## config.mk

```make
export PLATFORM = sky130hd
export DESIGN_NAME = uart_ctrl
export DESIGN_NICKNAME = d
export VERILOG_FILES = /design/src/rtl/tcb_bus_pkg.sv /design/src/rtl/uart_pkg.sv /design/src/rtl/uart_fifo.sv /design/src/rtl/uart_ser.sv /design/src/rtl/uart_des.sv /design/src/rtl/uart_regs.sv /design/src/rtl/uart_ctrl.sv
export SDC_FILE = /design/constraint.sdc
export NUM_CORES = 1
export LEC_CHECK = 0
export ABC_AREA = 1
export BUFFER_PORTS_ARGS = -buffer_cell sky130_fd_sc_hd__buf_4
export CELL_PAD_IN_SITES_DETAIL_PLACEMENT = 0
export CELL_PAD_IN_SITES_GLOBAL_PLACEMENT = 1
export CORE_MARGIN = 1.5
export CORE_UTILIZATION = 36
export DETAILED_ROUTE_END_ITERATION = 10
export PLACE_DENSITY_LB_ADDON = 0.3
export SETUP_SLACK_MARGIN = 0.1
export SKIP_LAST_GASP = 1
export SLEW_MARGIN = 5
export SYNTH_ARGS = -nofsm -noshare
export SYNTH_HDL_FRONTEND = slang
export SYNTH_SLANG_ARGS = --single-unit
```

## constraint.sdc

```tcl
create_clock -name tcb -period 5.14 [get_ports tcb]
set_input_delay 0.771 -clock tcb [delete_from_list [all_inputs] [get_ports tcb]]
set_output_delay 0.771 -clock tcb [all_outputs]
set_load 0.1 [all_outputs]
```

## src/rtl/tcb_bus_pkg.sv

```systemverilog
/*
 * TCB bus definitions
 * Request and response structs for the simple bus master that
 * reaches the UART register block, plus the bus widths.
 * One access per cycle with trn high, no wait state.
 */

package tcb_bus_pkg;

  //////////////////////////////////////////////////////////
  // Bus widths
  //////////////////////////////////////////////////////////

  localparam int unsigned adr_w = 6;   // Byte address
  localparam int unsigned dat_w = 32;  // Data word

  // Master to slave
  typedef struct packed {
    logic             trn;  // Transfer strobe
    logic             wen;  // Write enable
    logic [adr_w-1:0] adr;  // Byte address
    logic [dat_w-1:0] wdt;  // Write data
  } tcb_req_t;

  // Slave to master, registered read data
  typedef struct packed {
    logic [dat_w-1:0] rdt;
  } tcb_rsp_t;

endpackage

```

## src/rtl/uart_pkg.sv

```systemverilog
/*
 * UART definitions
 * Register map, frame position states, serial data width and
 * the reset values of the configuration registers.
 */

package uart_pkg;

  localparam int unsigned uart_dw = 8;  // 8N1 data bits

  // Register map, byte addresses
  typedef enum logic [5:0] {
    tx_data = 6'h00,  // Write only, push TX FIFO
    tx_load = 6'h04,  // TX FIFO count
    tx_bdr  = 6'h08,  // TX bit time minus 1
    tx_irq  = 6'h10,  // TX level
    rx_data = 6'h20,  // Read pops RX FIFO
    rx_load = 6'h24,  // RX FIFO count
    rx_bdr  = 6'h28,  // RX bit time minus 1
    rx_smp  = 6'h2C,  // RX sample phase
    rx_irq  = 6'h30   // RX level
  } uart_reg_e;

  // Position inside a frame
  typedef enum logic [1:0] {
    idle,
    start,
    data,
    stop
  } uart_bit_e;

  // Config reset values
  localparam int unsigned bdr_rst = 7;  // 8 cycles per bit
  localparam int unsigned smp_rst = 3;  // Mid-bit
  localparam int unsigned irq_rst = 0;  // Interrupts quiet

endpackage

```

## src/rtl/uart_fifo.sv

```systemverilog
/*
 * UART FIFO
 * Synchronous circular buffer between a valid/ready input stream
 * and a valid/ready output stream. Reports its occupancy, which
 * changes on the same edge as a transfer.
 */

module uart_fifo #(
  parameter int unsigned sz = 16  // Depth in bytes
) (
  input  logic                       tcb,
  input  logic                       rst_n,
  // Input stream
  input  logic                       sti_vld,
  input  logic [uart_pkg::uart_dw-1:0] sti_dat,
  output logic                       sti_rdy,
  // Output stream
  output logic                       sto_vld,
  output logic [uart_pkg::uart_dw-1:0] sto_dat,
  input  logic                       sto_rdy,
  // Occupancy
  output logic [$clog2(sz+1)-1:0]    cnt
);

  localparam int unsigned aw = $clog2(sz);    // Pointer width
  localparam int unsigned cw = $clog2(sz+1);  // Count width

  logic [uart_pkg::uart_dw-1:0] mem [sz];

  logic [aw-1:0] wr_ptr;
  logic [aw-1:0] rd_ptr;
  logic          push;  // Byte in
  logic          pop;   // Byte out

  assign sti_rdy = (cnt != cw'(sz));  // Not full
  assign sto_vld = (cnt != '0);       // Not empty
  assign sto_dat = mem[rd_ptr];

  assign push = sti_vld & sti_rdy;
  assign pop  = sto_vld & sto_rdy;

  // Storage
  always_ff @(posedge tcb) begin
    if (push) mem[wr_ptr] <= sti_dat;
  end

  //////////////////////////////////////////////////////////
  // Pointers and count
  //////////////////////////////////////////////////////////

  always_ff @(posedge tcb or negedge rst_n) begin
    if (!rst_n) begin
      wr_ptr <= '0;
      rd_ptr <= '0;
      cnt    <= '0;
    end else begin
      if (push) begin
        wr_ptr <= (wr_ptr == aw'(sz-1)) ? '0 : wr_ptr + 1'b1;  // Wrap for any depth
      end
      if (pop) begin
        rd_ptr <= (rd_ptr == aw'(sz-1)) ? '0 : rd_ptr + 1'b1;
      end
      // Push with pop keeps count
      if (push && !pop)      cnt <= cnt + 1'b1;
      else if (pop && !push) cnt <= cnt - 1'b1;
    end
  end

endmodule

```

## src/rtl/uart_ser.sv

```systemverilog
/*
 * UART serializer
 * Takes a byte from the TX FIFO while idle and shifts out an 8N1
 * frame, LSB first. Bit time is cfg_bdr plus 1 cycles, latched
 * at frame start.
 */

module uart_ser #(
  parameter int unsigned rw = 8  // Baud counter width
) (
  input  logic                         tcb,
  input  logic                         rst_n,
  input  logic [rw-1:0]                cfg_bdr,
  // Byte stream from FIFO
  input  logic                         str_vld,
  input  logic [uart_pkg::uart_dw-1:0] str_dat,
  output logic                         str_rdy,
  // Serial line
  output logic                         txd
);

  uart_pkg::uart_bit_e state;

  logic [rw-1:0]                        bdr;    // Latched bit time
  logic [rw-1:0]                        cnt;    // Down counter
  logic [$clog2(uart_pkg::uart_dw)-1:0] bit_n;  // Current data bit
  logic [uart_pkg::uart_dw-1:0]         shr;    // Frame byte
  logic                                 take;

  assign str_rdy = (state == uart_pkg::idle);
  assign take    = str_vld & str_rdy;

  // Byte and bit time held for the whole frame
  always_ff @(posedge tcb) begin
    if (take) begin
      shr <= str_dat;
      bdr <= cfg_bdr;
    end
  end

  always_ff @(posedge tcb or negedge rst_n) begin
    if (!rst_n) begin
      state <= uart_pkg::idle;
      cnt   <= '0;
      bit_n <= '0;
      txd   <= 1'b1;  // Line idles high
    end else if (state == uart_pkg::idle) begin
      if (take) begin
        state <= uart_pkg::start;
        cnt   <= cfg_bdr;
        txd   <= 1'b0;  // Start bit next cycle
      end
    end else if (cnt != '0) begin
      cnt <= cnt - 1'b1;
    end else begin
      cnt <= bdr;  // Bit boundary
      case (state)
        uart_pkg::start: begin
          state <= uart_pkg::data;
          bit_n <= '0;
          txd   <= shr[0];
        end
        uart_pkg::data: begin
          if (bit_n == ($bits(bit_n))'(uart_pkg::uart_dw-1)) begin
            state <= uart_pkg::stop;
            txd   <= 1'b1;  // Stop bit
          end else begin
            bit_n <= bit_n + 1'b1;
            txd   <= shr[bit_n+1'b1];
          end
        end
        default: state <= uart_pkg::idle;  // End of stop
      endcase
    end
  end

endmodule

```

## src/rtl/uart_des.sv

```systemverilog
/*
 * UART deserializer
 * Synchronizes rxd, starts a frame on a falling edge and samples
 * each bit cfg_smp plus 1 cycles into its bit time. A byte with a
 * high stop bit is emitted with a one cycle valid pulse, a framing
 * error drops it.
 */

module uart_des #(
  parameter int unsigned rw = 8  // Baud counter width
) (
  input  logic                         tcb,
  input  logic                         rst_n,
  input  logic [rw-1:0]                cfg_bdr,  // Bit time minus 1
  input  logic [rw-1:0]                cfg_smp,  // Sample phase
  input  logic                         rxd,
  // Byte stream to FIFO, no back-pressure
  output logic                         str_vld,
  output logic [uart_pkg::uart_dw-1:0] str_dat
);

  uart_pkg::uart_bit_e state;

  logic [2:0]                           rxd_sr;  // Two sync flops plus history
  logic                                 rxd_s;   // Synchronized line
  logic                                 fall;    // Start edge
  logic [rw-1:0]                        cnt;     // Phase inside bit
  logic [$clog2(uart_pkg::uart_dw)-1:0] bit_n;
  logic [uart_pkg::uart_dw-1:0]         shr;
  logic                                 smp_hit;
  logic                                 bit_end;

  assign rxd_s   = rxd_sr[1];
  assign fall    = rxd_sr[2] & ~rxd_sr[1];
  assign smp_hit = (cnt == cfg_smp);
  assign bit_end = (cnt == cfg_bdr);
  assign str_dat = shr;  // Stable while valid pulses

  //////////////////////////////////////////////////////////
  // Input synchronizer
  //////////////////////////////////////////////////////////

  always_ff @(posedge tcb or negedge rst_n) begin
    if (!rst_n) rxd_sr <= '1;  // Idle line
    else        rxd_sr <= {rxd_sr[1:0], rxd};
  end

  // Data bits in LSB first
  always_ff @(posedge tcb) begin
    if (state == uart_pkg::data && smp_hit) shr <= {rxd_s, shr[uart_pkg::uart_dw-1:1]};
  end

  //////////////////////////////////////////////////////////
  // Frame FSM
  //////////////////////////////////////////////////////////

  always_ff @(posedge tcb or negedge rst_n) begin
    if (!rst_n) begin
      state   <= uart_pkg::idle;
      cnt     <= '0;
      bit_n   <= '0;
      str_vld <= 1'b0;
    end else begin
      str_vld <= 1'b0;  // Single cycle pulse
      if (state == uart_pkg::idle) begin
        if (fall) begin
          state <= uart_pkg::start;
          cnt   <= '0;
        end
      end else begin
        cnt <= bit_end ? '0 : cnt + 1'b1;
        case (state)
          uart_pkg::start: begin
            if (smp_hit && rxd_s) begin
              state <= uart_pkg::idle;  // Glitch, not a start bit
            end else if (bit_end) begin
              state <= uart_pkg::data;
              bit_n <= '0;
            end
          end
          uart_pkg::data: begin
            if (bit_end) begin
              if (bit_n == ($bits(bit_n))'(uart_pkg::uart_dw-1)) state <= uart_pkg::stop;
              else                                               bit_n <= bit_n + 1'b1;
            end
          end
          default: begin
            // Framing check, leave early to catch the next start edge
            if (smp_hit) begin
              state   <= uart_pkg::idle;
              str_vld <= rxd_s;
            end else if (bit_end) begin
              state <= uart_pkg::idle;  // Sample phase past bit end
            end
          end
        endcase
      end
    end
  end

endmodule

```

## src/rtl/uart_regs.sv

```systemverilog
/*
 * UART register block
 * Decodes bus accesses, holds baud, sample and interrupt level
 * registers, pushes TX data, pops RX data and compares FIFO
 * loads with the levels. Read data is registered, one cycle late.
 */

module uart_regs #(
  parameter int unsigned rw = 8,   // Baud counter width
  parameter int unsigned sz = 16   // FIFO depth
) (
  input  logic                         tcb,
  input  logic                         rst_n,
  // Bus
  input  tcb_bus_pkg::tcb_req_t        req,
  output tcb_bus_pkg::tcb_rsp_t        rsp,
  // TX FIFO push
  output logic                         tx_vld,
  output logic [uart_pkg::uart_dw-1:0] tx_dat,
  input  logic                         tx_rdy,
  // RX FIFO pop
  input  logic [uart_pkg::uart_dw-1:0] rx_dat,
  output logic                         rx_rdy,
  // FIFO loads
  input  logic [$clog2(sz+1)-1:0]      tx_cnt,
  input  logic [$clog2(sz+1)-1:0]      rx_cnt,
  // Configuration
  output logic [rw-1:0]                tx_bdr,
  output logic [rw-1:0]                rx_bdr,
  output logic [rw-1:0]                rx_smp,
  // Interrupts
  output logic                         irq_tx,
  output logic                         irq_rx
);

  localparam int unsigned cw = $clog2(sz+1);  // Count width

  uart_pkg::uart_reg_e adr;

  logic [cw-1:0]                   tx_lvl;  // TX level
  logic [cw-1:0]                   rx_lvl;  // RX level
  logic                            wr;
  logic                            rd;
  logic [tcb_bus_pkg::dat_w-1:0]   rd_mux;

  assign adr = uart_pkg::uart_reg_e'(req.adr);
  assign wr  = req.trn &  req.wen;
  assign rd  = req.trn & ~req.wen;

  // Full FIFO drops the write
  assign tx_vld = wr & (adr == uart_pkg::tx_data) & tx_rdy;
  assign tx_dat = req.wdt[uart_pkg::uart_dw-1:0];
  assign rx_rdy = rd & (adr == uart_pkg::rx_data);

  //////////////////////////////////////////////////////////
  // Read path
  //////////////////////////////////////////////////////////

  always_comb begin
    rd_mux = '0;  // Unmapped and write only
    case (adr)
      uart_pkg::tx_load: rd_mux[cw-1:0] = tx_cnt;
      uart_pkg::tx_bdr:  rd_mux[rw-1:0] = tx_bdr;
      uart_pkg::tx_irq:  rd_mux[cw-1:0] = tx_lvl;
      uart_pkg::rx_data: if (rx_cnt != '0) rd_mux[uart_pkg::uart_dw-1:0] = rx_dat;  // Empty reads 0
      uart_pkg::rx_load: rd_mux[cw-1:0] = rx_cnt;
      uart_pkg::rx_bdr:  rd_mux[rw-1:0] = rx_bdr;
      uart_pkg::rx_smp:  rd_mux[rw-1:0] = rx_smp;
      uart_pkg::rx_irq:  rd_mux[cw-1:0] = rx_lvl;
      default: ;
    endcase
  end

  // Held until the next read
  always_ff @(posedge tcb or negedge rst_n) begin
    if (!rst_n)  rsp.rdt <= '0;
    else if (rd) rsp.rdt <= rd_mux;
  end

  //////////////////////////////////////////////////////////
  // Configuration writes
  //////////////////////////////////////////////////////////

  always_ff @(posedge tcb or negedge rst_n) begin
    if (!rst_n) begin
      tx_bdr <= rw'(uart_pkg::bdr_rst);
      tx_lvl <= cw'(uart_pkg::irq_rst);
      rx_bdr <= rw'(uart_pkg::bdr_rst);
      rx_smp <= rw'(uart_pkg::smp_rst);
      rx_lvl <= cw'(uart_pkg::irq_rst);
    end else if (wr) begin
      case (adr)
        uart_pkg::tx_bdr: tx_bdr <= req.wdt[rw-1:0];  // Masked to width
        uart_pkg::tx_irq: tx_lvl <= req.wdt[cw-1:0];
        uart_pkg::rx_bdr: rx_bdr <= req.wdt[rw-1:0];
        uart_pkg::rx_smp: rx_smp <= req.wdt[rw-1:0];
        uart_pkg::rx_irq: rx_lvl <= req.wdt[cw-1:0];
        default: ;  // Data and load ignore writes
      endcase
    end
  end

  // Level interrupts, one cycle behind the counts
  always_ff @(posedge tcb or negedge rst_n) begin
    if (!rst_n) begin
      irq_tx <= 1'b0;
      irq_rx <= 1'b0;
    end else begin
      irq_tx <= (tx_cnt < tx_lvl);  // Room to refill
      irq_rx <= (rx_cnt > rx_lvl);  // Bytes waiting
    end
  end

endmodule

```

## src/rtl/uart_ctrl.sv

```systemverilog
/*
 * UART controller top level
 * Register block on the TCB bus, TX FIFO into the serializer and
 * deserializer into the RX FIFO, with two level interrupts.
 */

module uart_ctrl #(
  parameter int unsigned rw = 8,   // Baud counter width
  parameter int unsigned sz = 16   // FIFO depth
) (
  input  logic                  tcb,
  input  logic                  rst_n,
  input  tcb_bus_pkg::tcb_req_t req,
  output tcb_bus_pkg::tcb_rsp_t rsp,
  input  logic                  uart_rxd,
  output logic                  uart_txd,
  output logic                  irq_tx,  // TX load below level
  output logic                  irq_rx   // RX load above level
);

  localparam int unsigned cw = $clog2(sz+1);

  // Bus side streams
  logic                         tx_bus_vld, tx_bus_rdy;
  logic [uart_pkg::uart_dw-1:0] tx_bus_dat, rx_bus_dat;
  logic                         rx_bus_vld, rx_bus_rdy;
  // Serial side streams
  logic                         tx_str_vld, tx_str_rdy;
  logic [uart_pkg::uart_dw-1:0] tx_str_dat, rx_str_dat;
  logic                         rx_str_vld, rx_str_rdy;
  // Status and config
  logic [cw-1:0]                tx_cnt, rx_cnt;
  logic [rw-1:0]                tx_bdr, rx_bdr, rx_smp;

  uart_regs #(.rw(rw), .sz(sz)) regs (
    .tcb, .rst_n, .req, .rsp,
    .tx_vld (tx_bus_vld), .tx_dat (tx_bus_dat), .tx_rdy (tx_bus_rdy),
    .rx_dat (rx_bus_dat), .rx_rdy (rx_bus_rdy),
    .tx_cnt, .rx_cnt, .tx_bdr, .rx_bdr, .rx_smp,
    .irq_tx, .irq_rx
  );

  //////////////////////////////////////////////////////////
  // TX path
  //////////////////////////////////////////////////////////

  uart_fifo #(.sz(sz)) tx_fifo (
    .tcb, .rst_n,
    .sti_vld (tx_bus_vld), .sti_dat (tx_bus_dat), .sti_rdy (tx_bus_rdy),
    .sto_vld (tx_str_vld), .sto_dat (tx_str_dat), .sto_rdy (tx_str_rdy),
    .cnt     (tx_cnt)
  );

  uart_ser #(.rw(rw)) ser (
    .tcb, .rst_n, .cfg_bdr (tx_bdr),
    .str_vld (tx_str_vld), .str_dat (tx_str_dat), .str_rdy (tx_str_rdy),
    .txd     (uart_txd)
  );

  //////////////////////////////////////////////////////////
  // RX path
  //////////////////////////////////////////////////////////

  // rx_str_rdy low means the byte is lost
  uart_fifo #(.sz(sz)) rx_fifo (
    .tcb, .rst_n,
    .sti_vld (rx_str_vld), .sti_dat (rx_str_dat), .sti_rdy (rx_str_rdy),
    .sto_vld (rx_bus_vld), .sto_dat (rx_bus_dat), .sto_rdy (rx_bus_rdy),
    .cnt     (rx_cnt)
  );

  uart_des #(.rw(rw)) des (
    .tcb, .rst_n, .cfg_bdr (rx_bdr), .cfg_smp (rx_smp),
    .rxd     (uart_rxd),
    .str_vld (rx_str_vld), .str_dat (rx_str_dat)
  );

endmodule

```

* Yosys cells after proc, flatten, opt, wreduce, memory -nomap -nowiden
Memory sizes are Yosys's and may differ from the RTL's. A register that Yosys moved wholly into a read port is not among the register bits.
Cells that the tools add are included.
** Cells by class
- Reduce and logical (&&, ||, !) cells :: 33
- Equal/unequal tests :: 34
- Bitwise operators :: 15
- Muxes and demuxes :: 52
- $add $sub $neg :: 12
- $lt $le $gt $ge :: 3
** Operators by type and width (number)
- $mux W8 :: 7
- $pmux W5 S8 :: 1
- $eq A6 B6 Y1 const B :: 5
- $mux W2 :: 12
- $mux W5 :: 4
- $add A4 B1 Y4 const B :: 4
- $eq A4 B4 Y1 const B :: 4
- $eq A8 B8 Y1 :: 2
- $mux W4 :: 4
- $mux W3 :: 5
- $mux W1 :: 12
- $pmux W3 S2 :: 2
- $pmux W3 S4 :: 1
- $add A5 B1 Y5 const B :: 2
- $and A1 B1 Y1 :: 10
- $ne A5 B5 Y1 const B :: 2
- $reduce_and A2 Y1 :: 5
- $reduce_bool A5 Y1 :: 2
- $sub A5 B1 Y5 const B :: 2
- $add A8 B1 Y8 const B :: 1
- $ne A2 B1 Y1 const B :: 4
- $ne A2 B2 Y1 const B :: 4
- $pmux W2 S2 :: 2
- $reduce_bool A2 Y1 :: 4
- 30 further kinds :: 48
** Storage, ports and cells
- Memories :: 2
- Output and inout bits :: 35
- Register bits after elaboration :: 117
- Memory bits (writable) :: 256
- Word-level logic and storage cells :: 176
** Memory list
- rx_fifo.mem :: words 16, width 8, rd ports 1, clocked after memory_dff 0, write ports 1, line uart_fifo.sv:28 : logic [uart_pkg::uart_dw-1:0] mem [sz];
- tx_fifo.mem :: words 16, width 8, rd ports 1, clocked after memory_dff 1, write ports 1, line uart_fifo.sv:28

* Depth between registers and ports, before layout
Gate-level depths: netlist of the first run.
- Depth in word-level cells :: 8
- Depth in mapped cells :: 16
- Depth with buffers taken out :: 15

* Hierarchy
A second synthesis of the first run with hierarchy kept.
** Unflattened totals
- Cell total of the unflattened synthesis :: 2092
- Area, all modules :: 18968.2 um2
** By module, submodules not included
- uart_fifo :: area each 6457.4 um2, times used 2, cells an instance 669, seq. area each 4169.0 um2
- uart_regs :: area each 2835.2 um2, times used 1, cells an instance 347, seq. area each 1111.1 um2
- uart_ser :: area each 1630.3 um2, times used 1, cells an instance 183, seq. area each 832.0 um2
- uart_des :: area each 1587.8 um2, times used 1, cells an instance 224, seq. area each 669.4 um2

* Least setup slack after synthesis of the first run
Ideal clock, no wire load.
- Kind :: input-to-reg
- Start :: input port req[33] (netlist name)
- End :: register tx_fifo.cnt[4]
- Data required time :: 5015 ps
- Path slack :: 2365 ps
- Arrival :: 2649 ps
- Setup time :: 125 ps
- Stages :: 16
- Path through :: nor2_4 > nand2_2 > inv_1 > nand3_1 > a21oi_1 > buf_2 > ha_1 > inv_1 > fa_1 > a21oi_1 > nor2_1 > nor2_1 > nand2_1 > nand2_1 > nor2_1 > xor2_1
** On the way
- Longest elaborated chain between the ends :: 7
** RTL lines
- from (decl) :: line uart_ctrl.sv:13 : input tcb_bus_pkg::tcb_req_t req,
- $logic_not A6 Y1 * :: line uart_regs.sv:51 : assign tx_vld = wr & (adr == uart_pkg::tx_data) & tx_rdy;
- $and A1 B1 Y1 * (2 in series) :: line uart_regs.sv:51
- $and A1 B1 Y1 * :: line uart_fifo.sv:39 : assign push = sti_vld & sti_rdy;
- net tx_fifo.push :: line uart_fifo.sv:32 : logic push;
- $logic_not A1 Y1 :: line uart_fifo.sv:65 : else if (pop && !push) cnt <= cnt - 1'b1;
- $logic_and A1 B1 Y1 :: line uart_fifo.sv:65
- $reduce_bool A2 Y1 (no line)
- to (signal assigned) :: line uart_fifo.sv:64 : if (push && !pop) cnt <= cnt + 1'b1;
- to (signal assigned) :: line uart_fifo.sv:65
- to (decl) :: line uart_fifo.sv:22 : output logic [$clog2(sz+1)-1:0] cnt
Mark *: on every way through the listed nets, which the timed path passes. The rest lies on a longest branch.
A chain may end at the register's enable or synchronous reset.

* Final worst setup path of the first run
- Start :: input port req[39] (netlist name)
- End :: register tx_fifo.cnt[4]
** On the way
- Longest elaborated chain between the ends :: 7
** RTL lines
- $and A1 B1 Y1 * :: line uart_regs.sv:47 : assign wr = req.trn & req.wen;
- $and A1 B1 Y1 * (2 in series) :: line uart_regs.sv:51
- $and A1 B1 Y1 * :: line uart_fifo.sv:39
- $logic_not A1 Y1 :: line uart_fifo.sv:65
- $logic_and A1 B1 Y1 :: line uart_fifo.sv:65
- $reduce_bool A2 Y1 (no line)
Mark *: on every way between the ends. The rest lies on a longest branch, timed or not.

==> results of run 1 <==
[per-layer routing]
metal	global-route usage, %	vias to the layer above	wire length (um)
li1	-	5610	-
met1	21.41	5446	18220
met2	27.36	187	19210
met3	2.531	58	1289
met4	5.391	0	978
met5	0	-	0
[area by class of cell]
type	count	area share [%]
Sequential cell	381	56.44
Multi-Input combinational cell	1016	27.17
Clock buffer	63	6.291
Tap cell	615	3.964
Inverter	188	3.635
Timing Repair Buffer	35	1.354
Clock inverter	15	1.154
[flip-flops by register name, indices dropped and copies added, names as in the netlist, 4 cells and up]
| signal | flops |
|---|---|
| regs.rx_bdr | 8 |
| tx_fifo.wr_ptr | 4 |
| ser.shr | 8 |
| regs.tx_lvl | 5 |
| rx_fifo.mem | 128 |
| regs.rx_smp | 8 |
| des.str_dat | 8 |
| rx_fifo.cnt | 5 |
| ser.bdr | 8 |
| tx_fifo.mem | 128 |
| regs.tx_bdr | 8 |
| rx_fifo.rd_ptr | 4 |
| tx_fifo.cnt | 5 |
| regs.rsp | 8 |
| regs.rx_lvl | 5 |
| ser.cnt | 8 |
| rx_fifo.wr_ptr | 4 |
| des.cnt | 8 |
| tx_fifo.rd_ptr | 4 |
[synth_stat cells, types with 3 or more instances]
cell type and number:
nand2_1 338, edfxtp_1 280, inv_1 178, nor2_1 166
o21ai_0 122, nand3_1 98, dfrtp_1 89, o211ai_1 57
a21oi_1 53, ha_1 42, buf_2 26, buf_4 24
clkbuf_1 23, xor2_1 17, o32ai_1 16, dfstp_2 12
mux2i_1 10, nand4_1 10, o221ai_1 10, xnor2_1 9
clkinv_1 6, o21ai_1 6, nor3_1 5, o22ai_1 5
inv_2 4, buf_1 3, nand2_2 3, nor2_2 3
nor2_4 3
[cells by family after synthesis]
kind of cell    count (synthesis)  share of synthesized area, %
other cells                     1                       0.02171
flops                         381                         63.39
mux                            10                        0.5795
xor+xnor                       26                         1.318
fa+ha+maj                      44                         3.274
compound gates                279                         9.691
simple gates                  633                         15.15
buf+inv                       266                         6.577
[report_power, final]
group | internal [mW] | switching [mW]
clock | 1.90 | 1.22
sequential | 3.53 | 0.285
combinational | 0.644 | 1.34
[through the flow]
step | worst slack, ps | std cells | util (%) | power [mW]
floorplan | 2365 | 1663 | - | 5.325
global placement | 1414 | 2235 | 37.79 | 5.847
detailed placement | 1416 | 2235 | 37.79 | 5.879
CTS | 2013 | 2313 | 40.83 | 9.030
global route | 1722 | 2313 | 40.83 | 9.435
finish | 1925 | 2313 | 40.83 | 8.923
[worst max-delay path by stage]
| stage | start | end | depth (start not counted) |
|---|---|---|---|
| final | req[39] | tx_fifo.cnt[4] | 15 |
| after global routing | req[39] | tx_fifo.cnt[4] | 14 |
| after CTS | req[39] | tx_fifo.cnt[4] | 15 |
| after global placement | req[39] | tx_fifo.cnt[4] | 15 |
| after floorplan | req[33] | tx_fifo.cnt[4] | 16 |
| after detailed placement | req[39] | tx_fifo.cnt[4] | 15 |
==> results.toml, run 1 <==
[route]
drtIter0Drc = 656
wl_per_cell_um = 17.16
viasPerCell = 4.886
drt-pass1-iter-count = 5
vias = 11301
drc = 0
wirelength_um = 39700
antenna_left = 0

[synthesis]
synth.distinct_cells = 46
yosysTopAreaCellShare_pct = 48.67
ys_seq_elements = 381
yosys.area.top_type = "edfxtp_1"
ys_warn_count = 0
async_reset_ff_share_pct = 26.51
synth-edff-count = 280
synthCells = 1640
synth-seq-area-share_pct = 63.39
synth.cell_area_sq_um = 17270
syn_area_per_cell_sq_um = 10.53
yosys_most_used_dff = "edfxtp_1"
synth_area_leaders = "edfxtp_1 (49%), dfrtp_1 (13%), nand2_1 (7.3%)"

[global_route]
grt.total_usage_pct = 16.25
first_global_vias = 10971
grt_start_max_net_pins = 93
grt_pass1_wl_um = 61970
grt_overflow = 0
grt_antenna_before_repair = 0

[cts]
path_clk_slew_ps = 60
cts_tree = "done"
cts_setup_buffers = 0
ctsRootBufferMaster = "clkbuf_16"
cts_buffers = 42
clkSinkCount = 381
cts_resized = 0
cts.hold.buffers_added = 0
clk_path_buf_depth = 3
ctsHtreeMaxLevel = 2
insertion_delay_ps = 560

[status]
outcome = "finished clean"

[setup_path]
cp_slowest_stage_delay_ps = 760
reg2reg_to = "tx_fifo.cnt[4]"
reg2reg_from = "tx_fifo.cnt[1]"
reg2reg_setup_slack_ps = 2190
crit_type = "in -> reg"
crit_slowest_cell = "a21oi_1"
path_buf_inv = 3
reg2reg_depth = 12
path_cells = "buf_4 -> nand2_1 -> inv_1 -> nand3_1 -> a21oi_1 -> ha_1 -> inv_1 -> fa_1 -> a21oi_1 -> nor2_1 -> nor2_1 -> nand2_1 -> nand2_1 -> nor2_1 -> xor2_1"
cp_top_family = "compound AO/OA/AOI/OAI gates"
crit_fanout = 11
startpoint_type = "primary input"
crit_required_ps = 5580
crit_arrival_ps = 3660
cp-end-kind = "flip-flop"

[sta]
min_period_ps = 3215
clock_skew_ps = 23.76
fmax_ghz = 0.3110
rsz0062_at_grt = "false"
timing_hold_violations_final = 0
worst_pin_slew_ps = 925.4
finalSetupViolCount = 0
maxSlewHeadroom_pct = 38.31
slew_violations = 0
whs_ps = 263.6
setup_tns_ps = 0
fin_crit_sh_pct = 62.56

[finish]
multi_input_area_sq_um = 5274
regArea_sq_um = 10960
final_cell_mix = "nand2_1 (338), edfxtp_1 (280), inv_1 (178)"
area_growth_pct = 12.38
n_fill_cell = 4566
fin_area_sq_um = 19410
nets = 1751
layout_commonest_cell = "nand2_1"
drive_above_1_share_pct = 7.715
antennaDiodeCount = 0

[die]
core_sq_um = 47550
die_h_um = 222.1
die_x_um = 222.1
rows = 80
ios = 78
dieArea_sq_um = 49310
initial_core_util_pct = 36.33

[pwr]
ir_worst_vdd_uv = 269.2
leakage_nw = 7.603
power.density_nw_per_um2 = 459.7

[placement]
dp_hpwl_um = 25940
numPortBuffers = 29
routabilityCongestion = 0.8045
postPlaceCellArea_sq_um = 17970

[worst_hold_path]
hold_class = "in -> async"

[flow_run]
max_cap_violations = 0
Note: power is estimated with default switching activity, not from simulation.
==> run 2, diff against run 1 <==
Clock period 5.14 ns to 3.2 ns, I/O delays scaled along.
==> run 2 against run 1 <==
Against the previous run:
- via count up 0.76%
- sequential share of layout area is 0.83 points lower
- clock power up 60%
- clock skew rose by 11 ps
==> results.toml, run 2 (synthesis gave the netlist of run 1 again) <==
[cts]
cts_setup_buffers = 0
clk_path_buf_depth = 3
ctsRootBufferMaster = "clkbuf_16"
path_clk_slew_ps = 60
insertion_delay_ps = 580
cts_tree = "done"
cts_buffers = 42
clkSinkCount = 381
cts_resized = 0
ctsHtreeMaxLevel = 2

[sta]
rsz0062_at_grt = "false"
setup_tns_ps = 0
timing_hold_violations_final = 0
worst_pin_slew_ps = 1035
clock_skew_ps = 34.99
fmax_ghz = 0.3735
slew_violations = 0
maxSlewHeadroom_pct = 29.21
fin_crit_sh_pct = 83.67
finalSetupViolCount = 0
min_period_ps = 2678

[route]
viasPerCell = 4.850
wirelength_um = 39840
drc = 0
wl_per_cell_um = 16.97
antenna_left = 0
drtIter0Drc = 768
vias = 11387
drt-pass1-iter-count = 5

[placement]
dp_hpwl_um = 26530
dp.cells = 2268
routabilityCongestion = 0.7707
numPortBuffers = 29

[global_route]
grt_pass1_wl_um = 63270
first_global_vias = 11171
grt_start_max_net_pins = 66
grt_antenna_before_repair = 1
grt_overflow = 0
grt.total_usage_pct = 16.50

[die]
rows = 80
core_sq_um = 47550
die_x_um = 222.1
die_h_um = 222.1
ios = 78
dieArea_sq_um = 49310
initial_core_util_pct = 36.33

[setup_path]
crit_required_ps = 3650
startpoint_type = "flip-flop"
reg2reg_from = "rx_fifo.cnt[1]"
crit_type = "reg -> reg"
cp-end-kind = "flip-flop"
crit_arrival_ps = 3120
crit_fanout = 10
crit_start = "rx_fifo.cnt[1]"

[finish]
n_fill_cell = 4544
nets = 1786
drive_above_1_share_pct = 9.752
final_cell_mix = "nand2_1 (338), edfxtp_1 (280), inv_1 (178)"
largestRegisters = "rx_fifo.mem: 128 flops, tx_fifo.mem: 128 flops"
antennaDiodeCount = 0
layoutNonFillerInstCount = 2348
layout_commonest_cell = "nand2_1"
area_growth_pct = 14.05

[flow_run]
max_cap_violations = 0

[worst_hold_path]
min_from = "req[1]"
hold_class = "in -> reg"

[pwr]
leakage_nw = 7.794
p_total_mw = 14.31
power.density_nw_per_um2 = 726.2
ir_worst_vdd_uv = 422.7

[status]
outcome = "finished clean"
==> run 2: metal layers <==
metal	GRT usage [%]	vias up	wire, um
met4	4.264	0	602
li1	-	5661	-
met3	2.359	45	1400
met5	0	-	0
met1	22.34	5527	18360
met2	27.80	154	19480
==> run 2: final timing paths <==
| kind | endpoint | slack, ps | cells past startpoint |
|---|---|---|---|
| min in group asynchronous | regs.rsp[2] | 430 | 2 |
| hold reg to reg | des.rxd_sr[1] | 360 | 0 |
| setup reg to reg | rx_fifo.cnt[4] | 520 | 14 |
| hold / removal | tx_fifo.mem[7][1] | 240 | 1 |
| setup / recovery | rx_fifo.cnt[4] | 520 | 14 |
| max in group asynchronous | regs.rx_bdr[2] | 2070 | 3 |
==> run 2: layout make-up <==
cell class	count	area [sq um]	share of cell area, %
flip-flops and latches	381	10960	55.61
multi-input cells	1016	5274	26.77
clock buffers	57	1179	5.982
well taps	615	769.5	3.906
inverters	188	705.7	3.582
repair buffers	70	555.5	2.820
clock inverters	21	262.8	1.334
==> run 2: what timing repair did <==
item                       in CTS  in global routing
setup endpoints to repair       0                  0
hold buffers                    2                  0
hold endpoints to repair       28                  0
==> run 2: worst max-delay path, stage by stage (launching register included) <==
cell      delay, ps
dfrtp_1         460
nor2_1          160
nand4_1          90
nand2_1         170
clkinv_1        280
ha_1            330
inv_1           150
ha_1            290
a21oi_1         160
nor2_1           50
nor2_1          120
nand2_1          70
nand2_1          50
nor2_1           40
xor2_1          130
==> run 2: power breakdown <==
group	total [mW]	internal (mW)	switching [mW]
Clock	4.98	2.95	2.03
Sequential	6.12	5.67	0.448
Combinational	3.20	1.08	2.13
Total	14.3	9.70	4.61
==> run 2: per-stage QoR <==
step | hold slack, ps | util (%) | worst slack (ps) | instance area (sq um)
final | 240.8 | 41.44 | 522.5 | 19700
after global placement | 353.7 | 38.36 | 433.1 | 18240
after floorplan | 184.4 | - | 716.5 | 17360
after detailed placement | 352.9 | 38.36 | 425.8 | 18240
after CTS | 216.3 | 41.44 | 503.9 | 19700
after global routing | 237.1 | 41.44 | 226.8 | 19700
